### src/hw/epu_pkg.sv
`default_nettype none

package epu_pkg;

  // weight buffer geometry
  localparam int WADDR_W = 10;
  localparam int WDATA_W = 32;
  localparam int WDEPTH  = 1 << WADDR_W;

  // each weight word packs four signed 8-bit lanes
  localparam int LANES  = 4;
  localparam int LANE_W = 8;

  // engine arithmetic
  localparam int PROD_W = 2 * LANE_W;
  localparam int ACC_W  = 32;

  // run length, 1 to 256 words
  localparam int LEN_W   = 9;
  localparam int MAX_LEN = 256;

  // single-port SRAM request
  typedef struct packed {
    logic               cs;
    logic               we;
    logic [WADDR_W-1:0] addr;
    logic [WDATA_W-1:0] wdata;
  } sram_req_t;

  // who currently owns the weight buffer
  typedef enum logic [1:0] {
    OWN_IDLE       = 2'd0,
    OWN_HOST_LOAD  = 2'd1,
    OWN_EPU_ACCESS = 2'd2
  } own_state_e;

endpackage

`default_nettype wire

### src/hw/dot_engine.sv
`timescale 1ns/1ps
`default_nettype none

module dot_engine (
  input  wire logic                          clk,
  input  wire logic                          rst,
  // run request
  input  wire logic                          start_i,
  input  wire logic [epu_pkg::WADDR_W-1:0]   base_i,
  input  wire logic [epu_pkg::LEN_W-1:0]     len_i,
  input  wire logic [epu_pkg::WDATA_W-1:0]   act_i,
  // weight buffer read side
  output epu_pkg::sram_req_t                 rd_req_o,
  input  wire logic [epu_pkg::WDATA_W-1:0]   rdata_i,
  // status and result
  output logic                               busy_o,
  output logic                               done_o,
  output logic signed [epu_pkg::ACC_W-1:0]   result_o
);

  localparam int WADDR_W = epu_pkg::WADDR_W;
  localparam int LEN_W   = epu_pkg::LEN_W;
  localparam int ACC_W   = epu_pkg::ACC_W;
  localparam int PROD_W  = epu_pkg::PROD_W;
  localparam int LANE_W  = epu_pkg::LANE_W;

  logic                        start_ok;
  logic [LEN_W-1:0]            len_eff;
  logic                        last_issue;
  logic                        issuing_q;
  logic [WADDR_W-1:0]          addr_q;
  logic [LEN_W-1:0]            remain_q;
  logic [epu_pkg::WDATA_W-1:0] act_q;
  logic                        dv_q;
  logic                        last_q;
  logic                        done_q;
  logic signed [PROD_W-1:0]    prod [epu_pkg::LANES];
  logic signed [ACC_W-1:0]     contrib;
  logic signed [ACC_W-1:0]     acc_q;
  logic signed [ACC_W-1:0]     acc_d;
  logic signed [ACC_W-1:0]     result_q;

  assign start_ok   = start_i && !busy_o;
  // zero encodes the longest run
  assign len_eff    = (len_i == '0) ? LEN_W'(epu_pkg::MAX_LEN) : len_i;
  assign last_issue = issuing_q && (remain_q == LEN_W'(1));

  // issue side, one read per cycle
  // address wraps at the top of the buffer
  always_ff @(posedge clk or posedge rst) begin
    if (rst) begin
      issuing_q <= 1'b0;
      addr_q    <= '0;
      remain_q  <= '0;
    end else if (start_ok) begin
      issuing_q <= 1'b1;
      addr_q    <= base_i;
      remain_q  <= len_eff;
    end else if (issuing_q) begin
      addr_q   <= addr_q + WADDR_W'(1);
      remain_q <= remain_q - LEN_W'(1);
      if (last_issue) begin
        issuing_q <= 1'b0;
      end
    end
  end

  always_ff @(posedge clk) begin
    if (start_ok) begin
      act_q <= act_i;
    end
  end

  // valid and last tag trail the issue by the SRAM latency
  always_ff @(posedge clk or posedge rst) begin
    if (rst) begin
      dv_q   <= 1'b0;
      last_q <= 1'b0;
      done_q <= 1'b0;
    end else begin
      dv_q   <= issuing_q;
      last_q <= last_issue;
      done_q <= last_q;
    end
  end

  // lane products, sign extended and summed
  always_comb begin
    contrib = '0;
    for (int i = 0; i < epu_pkg::LANES; i++) begin
      prod[i] = $signed(rdata_i[i*LANE_W +: LANE_W]) * $signed(act_q[i*LANE_W +: LANE_W]);
      contrib = contrib + {{(ACC_W-PROD_W){prod[i][PROD_W-1]}}, prod[i]};
    end
  end

  assign acc_d = acc_q + contrib;

  always_ff @(posedge clk or posedge rst) begin
    if (rst) begin
      acc_q    <= '0;
      result_q <= '0;
    end else if (start_ok) begin
      acc_q <= '0;
    end else if (dv_q) begin
      acc_q <= acc_d;
      // last word closes the sum
      if (last_q) begin
        result_q <= acc_d;
      end
    end
  end

  assign rd_req_o.cs    = issuing_q;
  assign rd_req_o.we    = 1'b0;
  assign rd_req_o.addr  = addr_q;
  assign rd_req_o.wdata = '0;

  assign busy_o   = issuing_q | dv_q | done_q;
  assign done_o   = done_q;
  assign result_o = result_q;

  a_done_pulse: assert property (@(posedge clk) disable iff (rst)
    done_o |=> !done_o);

  a_no_write: assert property (@(posedge clk) disable iff (rst)
    rd_req_o.cs |-> !rd_req_o.we);

endmodule

`default_nettype wire

### config.mk
export PLATFORM = sky130hd
export DESIGN_NAME = dot_engine
export DESIGN_NICKNAME = d
export VERILOG_FILES = /design/src/hw/epu_pkg.sv /design/src/hw/dot_engine.sv
export SDC_FILE = /design/constraint.sdc
export NUM_CORES = 1
export LEC_CHECK = 0
export ABC_AREA = 1
export BUFFER_PORTS_ARGS = -buffer_cell sky130_fd_sc_hd__buf_2
export CAP_MARGIN = 20
export CORE_MARGIN = 2
export CORE_UTILIZATION = 43
export CTS_CLUSTER_DIAMETER = 80
export DETAILED_ROUTE_END_ITERATION = 6
export GPL_ROUTABILITY_DRIVEN = 0
export SLEW_MARGIN = 20
export SYNTH_ARGS = -nofsm -noshare
export SYNTH_HDL_FRONTEND = slang
export SYNTH_SLANG_ARGS = --single-unit
### constraint.sdc
create_clock -name clk -period 8.7 [get_ports clk]
set_input_delay 0 -clock clk [delete_from_list [all_inputs] [get_ports clk]]
set_output_delay 0 -clock clk [all_outputs]
set_load 0.05 [all_outputs]
==> results summary, run 1 <==
The critical path data required time is 9010 ps. The critical path starts at act_q[8]. The summed instance area of the synthesized netlist is 21100 µm². Summed over all instances, the cell type with the most area after synthesis is fa_1. The fraction of synthesized cell area taken by the top area cell type is 0.435. The total count of hold-check failures in the final report is 0. The synthesized-area fraction occupied by ao, oa, aoi and oai cells is 0.0338. Of the total synthesized cell area, the portion taken by XOR and XNOR cells is 0.00541.

The share of flip-flops with an asynchronous set or reset is 0.731. The clock reaches the later pin of the worst-skew pair after 470 ps. The run finished with clean final reports.

The measured slew at the worst slew-check pin is 1040 ps. The die covers 50800 µm². Setup repair after global routing left no endpoint under its margin. The global-route wire length before repair is 87.2 mm. The proportion of synthesized chip area in sequential cells is 0.149.

The worst slew margin relative to its limit is 0.304. The routed length on met3 is 2.24 mm. The proportion of layout cells with a drive suffix above 1 came out at 0.0824. By area, the combinational part of the netlist is dominated by adder cells. After detailed routing, the number of remaining DRC violations is 0.

The via count is 15149. Clock-pin slew was measured on the worst setup and hold paths at 70 ps. In this run the critical register-to-register path is launched from act_q[8]. The average routed wire per standard cell is 16.4 µm. The global routing usage summed across all routing layers came out at 0.223. The fraction of the mapped netlist area in simple logic gates is 0.138. The via density per instance came out at 4.77. The worst min-delay path category is primary input to flip-flop. After technology mapping, the gate count stands at 2409. In this run the vertical extent of the chip is 225 µm. The detailed router used layers up to and including met4. The minimum period implied by the final worst setup slack came out at 7570 ps.

The signal arrival time at the worst endpoint came out at 7880 ps. The worst setup path is captured at a flip-flop. The width of the die is 225 µm. Clock tree synthesis inserted a total of 17 buffers. The post-synthesis to final-layout area growth is 10.1%. The number of warnings issued by yosys came out at 0. In the synthesized netlist the dominant register cell turns out to be dfrtp_1. Detailed placement finished with a half-perimeter wire length of 45.2 mm. For this design, the sink count on the clock tree is 119.

The sum of negative setup slack came out at 0 ps. The floorplan has 81 rows. The worst setup path is of the flip-flop to flip-flop kind.

By area the synthesized netlist is led by fa_1, inv_1, dfrtp_1. The worst-path maximum fanout is 9. Of the available clock period, the critical path in the final layout requires 0.870. The number of library cell types mapped by synthesis came out at 41. The final layout contains 3209 nets. The H-tree was split into 4 levels. The number of antenna violations at the first check in global routing was 1. The count of maximum capacitance violations came out at 0. The total setup violations reported at the end of the flow is 0. The quantity of gates resized following cts came out at 0. The mux share of post-synthesis cell area is 0. The post-synthesis register bit count came out at 119.

The count of nets left with antenna violations once routing finished came out at 0. Of the total synthesized cell area, the portion taken by full adders, half adders and majority gates is 0.511. The worst setup path is launched from a flip-flop. The placeable core region came out at 48600 µm². The final worst clock skew came out at 21.9 ps.

The met2 wirelength from detailed routing is 26.3 mm. The starting density of the core came out at 0.433. The peak clock frequency supported by timing came out at 132 MHz. The mean instance size in the synthesized netlist is 8.74 µm². The clock tree from TritonCTS is done.

The number of enable-type register cells in the synthesized netlist came out at 32. The number of ports placed on the die boundary is 164. The final routed wirelength across all metal layers is 52.2 mm.

After detailed routing, the wire length on met1 is 21.9 mm. The detailed-router iteration count before antenna repair came out at 5. The final-report max-slew violation count is 0. Entering global routing, the biggest net connects 64 pins.

In this run the most critical hold path is launched from start_i. Counting along the longest clock path gives a buffer depth of 2. Port buffering added 130 buffers. The total overflow left after global routing is 0. The count of routing violations after the opening detailed-route iteration came out at 905. The CTS root buffer is clkbuf_16. The via count of the first global-routing pass came out at 16588.
[critical path, stage by stage (launching register included)]
cell and delay (ps):
edfxtp_1 520, nand2_1 210, inv_1 220, fa_1 620
inv_1 70, fa_1 530, fa_1 610, fa_1 460
fa_1 770, inv_1 350, fa_1 530, fa_1 500
inv_1 50, fa_1 470, inv_1 50, ha_1 380
nand2_1 120, inv_1 60, nand2_1 100, nor3_1 250
nand3_1 170, nand3_1 130, nand2_1 70, nand3_1 70
o21ai_0 100
[layout by cell type, fill, tap and decap left out, types with 6 or more instances in the layout]
| cell | instances |
|---|---|
| inv_1 | 749 |
| nand2_1 | 492 |
| fa_1 | 457 |
| buf_2 | 130 |
| ha_1 | 128 |
| dfrtp_1 | 87 |
| nand3_1 | 71 |
| nor2_1 | 62 |
| dlygate4sd3_1 | 53 |
| o21ai_0 | 51 |
| conb_1 | 33 |
| edfxtp_1 | 32 |
| a21oi_1 | 31 |
| nand4_1 | 17 |
| clkbuf_16 | 17 |
| or2_2 | 16 |
| nor3_1 | 12 |
| o22ai_1 | 9 |
| o21ai_1 | 8 |
| xnor2_1 | 7 |
| o211ai_1 | 7 |
| buf_4 | 7 |
| xor2_1 | 6 |
| nand2_2 | 6 |
| o21bai_1 | 6 |
| nor2_2 | 6 |
[stage by stage]
stage | instance area (µm²) | utilization | setup slack (ps) | cells | hold slack (ps)
floorplan | 21200 | - | 1650 | 2441 | 98.9
global route | 23200 | 0.477 | 693 | 3172 | 46.3
CTS | 23200 | 0.476 | 1130 | 3171 | 11.1
global placement | 22100 | 0.454 | 1110 | 3086 | 16.1
detailed placement | 22100 | 0.454 | 1140 | 3086 | 24.2
finish | 23200 | 0.477 | 1130 | 3173 | 38.8
[final timing paths]
kind                                endpoint  slack [ps]  depth (start not counted)
worst max-delay path               acc_q[25]        1130                         24
worst min-delay path               issuing_q          40                          3
worst max register to register     acc_q[25]        1130                         24
worst min register to register        done_o         370                          0
max in group asynchronous           acc_q[6]        7440                          4
min in group asynchronous       result_o[21]         100                          3
[Yosys cell counts, drive strengths merged, types with 2 or more instances]
cell,count
inv,754
nand2,498
fa,458
ha,128
dfrtp,87
nand3,76
nor2,69
clkbuf,68
o21ai,59
buf,46
a21oi,32
edfxtp,32
nand4,17
or2,17
nor3,12
o22ai,9
o211ai,7
xnor2,7
o21bai,6
xor2,6
o221ai,5
nor4,4
nand3b,3
a31oi,2
[registers in the layout, indices dropped and copies added, names as in the netlist]
signal	flops
act_q	32
dv_q	1
last_q	1
acc_q	32
done_o	1
result_o	32
addr_q	10
issuing_q	1
remain_q	9
[cell families (layout without fill, tap and decap cells)]
group / count (synthesis) / after routing
buffers and inverters: 868 / 977
other: 1 / 34
adder cells (fa/ha/maj): 586 / 586
XOR/XNOR: 13 / 13
AND/OR/NAND/NOR: 697 / 697
AO/OA/AOI/OAI: 125 / 125
flip-flops: 119 / 119
[area by class of cell]
type	instances	area, µm²
diodes	1	2.50
clock buffers	18	429
clock inverters	14	141
fillers	4696	25500
inverters	754	2830
multi-input cells	1454	14600
flip-flops and latches	119	3140
well taps	622	778
repair buffers	191	1250
[repair_timing]
item,in CTS,in global routing
setup buffers,0,0
hold endpoints to repair,75,0
hold buffers,53,0
[per-layer routing]
layer	track usage	up-vias
li1	-	7067
met2	0.387	357
met4	0.0752	0
met1	0.286	7629
met5	0	-
met3	0.0325	96
Power of run 1 is not shown: default switching activity piles up to over one toggle a cycle in this logic, so the estimate is an artifact.
==> run 2: changes to the inputs <==
CORE_ASPECT_RATIO = 0.8   (was not set)
==> results summary, run 2 (synthesis gave the netlist of run 1 again) <==
The final reports fail on design-rule violations. The critical path data required time came out at 9040 ps. Buffers inserted during clock tree synthesis total 17. The routed length on met1 came out at 23.8 mm.

Derived from the worst setup path, the maximum achievable clock frequency is 132 MHz. The number of port buffers came out at 130. The measured slew at the worst slew-check pin is 1100 ps. The total setup violations reported at the end of the flow is 0. Dividing the detail-routed wire length by the instance count gives 16.6 µm. The number of cells on the worst hold path came out at 3. STA classifies the critical path startpoint as a flip-flop. The worst-path maximum fanout came out at 15. The final-report max-slew violation count came out at 0.

The via count of the first global-routing pass came to 16217. The global-route wire length before repair is 87.1 mm. The count of routing violations after the opening detailed-route iteration came out at 1139. Across all register-to-register paths, the minimum setup slack is 1130 ps. In the layout the commonest cells are inv_1, nand2_1, fa_1.

The worst min-delay path category is primary input to flip-flop. For this run, the detailed router's first-pass iteration total came to 7. The final routed wirelength across all metal layers came out at 52.9 mm.

The proportion of layout cells with a drive suffix above 1 came out at 0.0845. The sum of net half-perimeters after detailed placement came out at 46.1 mm. The starting density of the core came out at 0.435. The placed cell count is 3101. Adding up every negative setup slack in the final design gives 0 ps.

In this run the most critical hold path is launched from start_i. The final period utilization came out at 0.870. The placeable core region is 48400 µm². Setup repair after global routing left no endpoint under its margin. The end of the worst register-to-register path is result_o[28]. The met2 wirelength from detailed routing came out at 25.1 mm. The antenna diode count is 0.

The floorplan step set the die height to 202 µm. The total congestion overflow after global routing is 0. In the routed layout, each cell is associated on average with a via count of 4.80. The total count of hold-check failures in the final report was 0.

The maximum root-to-sink buffer count came out at 2. The number of buffers added for setup after CTS came out at 0. After clock tree synthesis, the clock-pin slew on the worst setup and hold paths is 80 ps.

The net count reported at finish came out at 3215. The final standard cell count with taps included and fillers excluded came out at 3185. The library cell used most frequently in the layout, excluding fill and tap cells, is inv_1. The clock net in this run drives a total of 119 sinks. The number of antenna violations at the first check in global routing is 0. The number of placement rows came out at 72. The DRC violations left is 6. The post-synthesis to final-layout area growth came out at 10.4%. The worst slew margin relative to its limit came out at 0.267. Entering global routing, the biggest net connects 62 pins. The number of nets with antenna violations after detailed routing came out at 0. For this run, the total global-route usage over all layers was measured as 0.223. The floorplan step defined a die boundary enclosing 50800 µm². The worst setup path is of the flip-flop to flip-flop kind. At the worst endpoint, the arrival time is 7910 ps. CTS placed an instance of clkbuf_16 at the clock tree root. In this run the top signal layer used is met4. The quantity of gates resized following cts came out at 0. The count of maximum capacitance violations is 0.

STA classifies the critical path endpoint as a flip-flop. The routed length on met3 came out at 2.96 mm. The clock insertion delay at the later pin of the skew report came out at 450 ps. TritonCTS built the clock tree. The final worst clock skew is 20.5 ps.

The worst register-to-register path begins at act_q[24]. The die is 251 µm wide. The flow ran to the end, but the final reports show violations. The number of ports placed on the die boundary is 164. The path with the worst hold slack has its endpoint at remain_q[5]. The number of H-tree levels is 4. For the worst flop-to-flop path, the logic depth is 24.

The worst path in the final design needs a cycle of 7570 ps, including I/O delays and setup. Detailed routing inserted a total of 15281 vias.
run 2: cell count changes in the layout (fill, tap and decap cells not counted), moves of 2 or more:
cell	before	now
buf_4	7	15
clkinv_2	3	1
inv_4	0	2
inv_8	3	1
run 2: routing by layer:
metal  up-vias  track usage
met4         0       0.0555
met5         -            0
met1      7705        0.318
li1       7081            -
met3        50       0.0312
met2       445        0.360
run 2: layout make-up:
| class | count | area [µm²] |
|---|---|---|
| tap | 629 | 787 |
| fill | 4623 | 25100 |
| inverter | 754 | 2830 |
| multi-input combinational | 1454 | 14600 |
| sequential | 119 | 3140 |
| clock buffer | 18 | 429 |
| timing repair buffer | 197 | 1280 |
| clock inverter | 14 | 161 |
run 2: worst max path at each step:
stage	startpoint	endpoint	cells past startpoint
after floorplan	act_q[0]	result_o[28]	27
after global placement	act_q[0]	acc_q[27]	26
after detailed placement	act_q[8]	result_o[30]	24
after CTS	act_q[8]	result_o[30]	24
after global routing	act_q[8]	result_o[28]	24
final	act_q[24]	result_o[28]	24
run 2: critical path, cell delays in order, from the launching register on:
cell,delay [ps]
edfxtp_1,510
nand2_1,120
inv_1,100
fa_1,600
fa_1,560
inv_1,80
fa_1,1150
fa_1,580
fa_1,530
fa_1,610
inv_1,70
fa_1,510
inv_1,60
fa_1,470
inv_1,40
ha_1,360
nand2_1,110
nor2_1,240
nand2_1,140
nor3_1,150
nand2_1,150
nand3_1,110
nand2_1,70
nand3_1,80
nand2_1,70
run 2: repair_timing:
| item | 4_1_cts | 5_1_grt |
|---|---|---|
| setup endpoints to repair | 0 | 0 |
| hold endpoints to repair | 77 | 0 |
| hold buffers | 52 | 0 |
run 2: stage by stage:
step	instance area, µm²	utilization	hold WS, ps	worst slack [ps]
detailed placement	22100	0.458	66.8	1160
floorplan	21200	-	98.9	1650
global placement	22100	0.458	58.6	1150
finish	23200	0.481	35.6	1130
CTS	23200	0.481	13.8	1120
global route	23200	0.481	50.5	611
Power of run 2 is left out for the same reason.
==> run 3: changes to the inputs <==
ABC_AREA = not set   (was 1)
==> results summary, run 3 <==
The run finished with clean final reports. The total count of hold-check failures in the final report is 0. The worst register-to-register path begins at act_q[24].

Entering global routing, the biggest net connects 52 pins. The number of library cell types mapped by synthesis is 60. The count of routing violations after the opening detailed-route iteration came out at 714. The share of flip-flops with an asynchronous set or reset is 0.731. The number of antenna violations at the first check in global routing came out at 2. STA classifies the critical path startpoint as a flip-flop. Setup violations remaining at the end of the flow were counted as 0. Leaving out fill and tap cells, the most frequent cell in the layout is inv_1.

The maximum root-to-sink buffer count came out at 2. The proportion of layout cells with a drive suffix above 1 is 0.0907. The number of port buffers came out at 130. The number of H-tree levels came out at 4. The delay of the slowest cell on the worst path came out at 820 ps. The number of nets with antenna violations after detailed routing is 0. Between clock sinks in the finished design, the worst skew comes to 24.4 ps. The cell area after layout is 22500 µm². The summed instance area of the synthesized netlist came out at 20100 µm².

The global routing usage summed across all routing layers is 0.209. The signal arrival time at the worst endpoint came out at 8660 ps. The die is 197 µm tall. The critical path data required time is 9080 ps.

The worst path needs 8280 ps of the cycle, external delays included. The worst register-to-register path ends at acc_q[31]. Clock latency on the worst-skew pair, taken at its later pin, is 460 ps. After detailed routing, the number of vias per cell comes to 4.81. The clock transition at the registers of the reported paths is 70 ps. Broken down by cell family, the worst path's largest delay share belongs to adder cells. The fraction of synthesized cell area taken by the top area cell type is 0.456. The cell count after synthesis came out at 1979.

Sorting the synthesized cells by area gives the leading types as fa_1, dfrtp_1, inv_1. The average routed wire per standard cell is 16.8 µm. The floorplan has 70 rows. Ranked by instance count, the synthesized netlist is headed by inv_1, fa_1, nand2_1.

The worst slew margin relative to its limit is 0.413. The cell sitting at the root of the clock tree is a clkbuf_16. For this run, design rule violations remaining after detail routing come to 0. Derived from the worst setup path, the maximum achievable clock frequency is 121 MHz. The number of warnings issued by yosys came out at 0.

The sum of net half-perimeters after detailed placement is 40.0 mm. The final-report max-slew violation count was 0. Each instance of the synthesized netlist takes up on average 10.1 µm². The worst min-delay path category is primary input to asynchronous set/reset pin. The number of CTS-inserted buffers is 17. The number of cells on the worst reg-to-reg path is 23. The sum of negative setup slack is 0 ps. The global-route wire length before repair is 78.0 mm.

The detailed-router iteration count before antenna repair is 5. In the layout the commonest cells are inv_1, fa_1, nand2_1. Among all stages on the critical path, the largest delay is contributed by fa_1. The clock sink count is 119. The via count of the first global-routing pass came out at 14554. The cell area after placement is 21400 µm². Of the available clock period, the critical path in the final layout requires 0.951. The proportion of synthesized chip area in sequential cells came out at 0.156. 164 I/O pins were placed.

The endpoint kind of the worst setup timing path is a flip-flop. The buffering stage count on the worst path with inverters included is 6. Yosys mapped a number of flops with a built-in enable equal to 32. Hold timing on the final database bottoms out at a slack of 176 ps.

By instance count, the cell type seen most on the critical path is fa_1. The number of filler instances in the final layout came out at 4261. The measured slew at the worst slew-check pin came out at 881 ps. Summed over all layers, the global routing overflow is 0. The via count is 13467.

The critical path goes through and2_1 > fa_1 > fa_1 > inv_1 > fa_1 > fa_1 > fa_1 > clkinvlp_4 > buf_4 > buf_4 > fa_1 > fa_1 > inv_1 > fa_1 > inv_1 > ha_1 > a21oi_1 > nand2_1 > or3_1 > o21ai_1 > o2111a_1 > or4b_1 > o211ai_1. The kind of critical path is flip-flop to flip-flop. In this run the horizontal extent of the chip is 246 µm.

Among all flip-flop cells after synthesis, the most frequent one is dfrtp_1. The clock tree from TritonCTS is done. The region available for standard cell placement spans 45900 µm². The final routed wirelength across all metal layers is 47.0 mm.

The biggest area contributor in the post-synthesis netlist is fa_1. Relative to the synthesized area, the layout overhead comes to 12.2%. The setup check on the worst reg-to-reg path leaves a slack of 420 ps. The final design utilization came out at 0.491.

The starting density of the core came out at 0.438. The net count reported at finish is 2841. Along the worst path, the maximum fanout reaches 8. The count of maximum capacitance violations is 0. Counting flops and latches in the post-synthesis netlist gives 119. inv_1 is the most common cell in the netlist.

The area enclosed by the die boundary is 48500 µm². Setup repair after global routing left no endpoint under its margin.
==> run 3: changes by cell type after synthesis, moves of 18 or more <==
cell and delta:
nand2b_1 +18, nand3_1 -57, inv_1 -216, nand2_1 -269, xnor2_1 +21, nor2_1 -32
and2_1 +122, nor2b_1 +20, clkbuf_1 -45
==> run 3: worst max path at each step <==
stage | from | endpoint | slack [ps] | cells after the start
CTS | act_q[24] | acc_q[31] | 390 | 21
global route | act_q[0] | result_o[26] | 8 | 24
detailed placement | act_q[24] | acc_q[31] | 440 | 21
global placement | act_q[24] | acc_q[31] | 580 | 21
floorplan | act_q[0] | acc_q[30] | 880 | 23
finish | act_q[24] | acc_q[31] | 420 | 23
==> run 3: final cells by class <==
type	instances	area, µm²	area share
antenna	3	7.51	0.000333
clock buffer	18	439	0.0195
clock inverter	14	144	0.00639
inverter	534	2010	0.0894
multi-input combinational	1295	14700	0.652
sequential	119	3140	0.139
tap	612	766	0.0340
timing repair buffer	202	1320	0.0588
==> run 3: routing by layer <==
metal	part of all wire	routed length (µm)	global-route usage
met5	0.00021	10	0
met2	0.50	23600	0.348
met3	0.039	1810	0.0284
met1	0.45	21000	0.295
met4	0.012	571	0.0402
==> run 3: cell families after synthesis <==
family | share of synthesized area
mux | 0.00486
other cells | 0.000187
xor+xnor | 0.0179
compound gates | 0.0510
flops | 0.156
buf+inv | 0.118
fa+ha+maj | 0.536
simple gates | 0.116
==> run 3: tightest hold or removal path, delay by kind of cell <==
kind / cells / cell delay (ps)
buf+inv: 3 / 1110
==> run 3: timing repair <==
item / 4_1_cts / 5_1_grt
buffers inserted: 0 / 4
setup endpoints to repair: 0 / 3
resized for setup: 0 / 2
hold buffers: 53 / 0
endpoints found under the hold margin: 92 / 0
==> run 3: through the flow <==
| stage | setup WS, ps | instances |
|---|---|---|
| 4_1_cts | 388 | 2790 |
| 6_report | 422 | 2797 |
| 5_1_grt | 7.71 | 2795 |
| 2_1_floorplan | 877 | 2011 |
| 3_5_place_dp | 435 | 2705 |
| 3_3_place_gp | 579 | 2705 |
Power of run 3 is left out for the same reason.
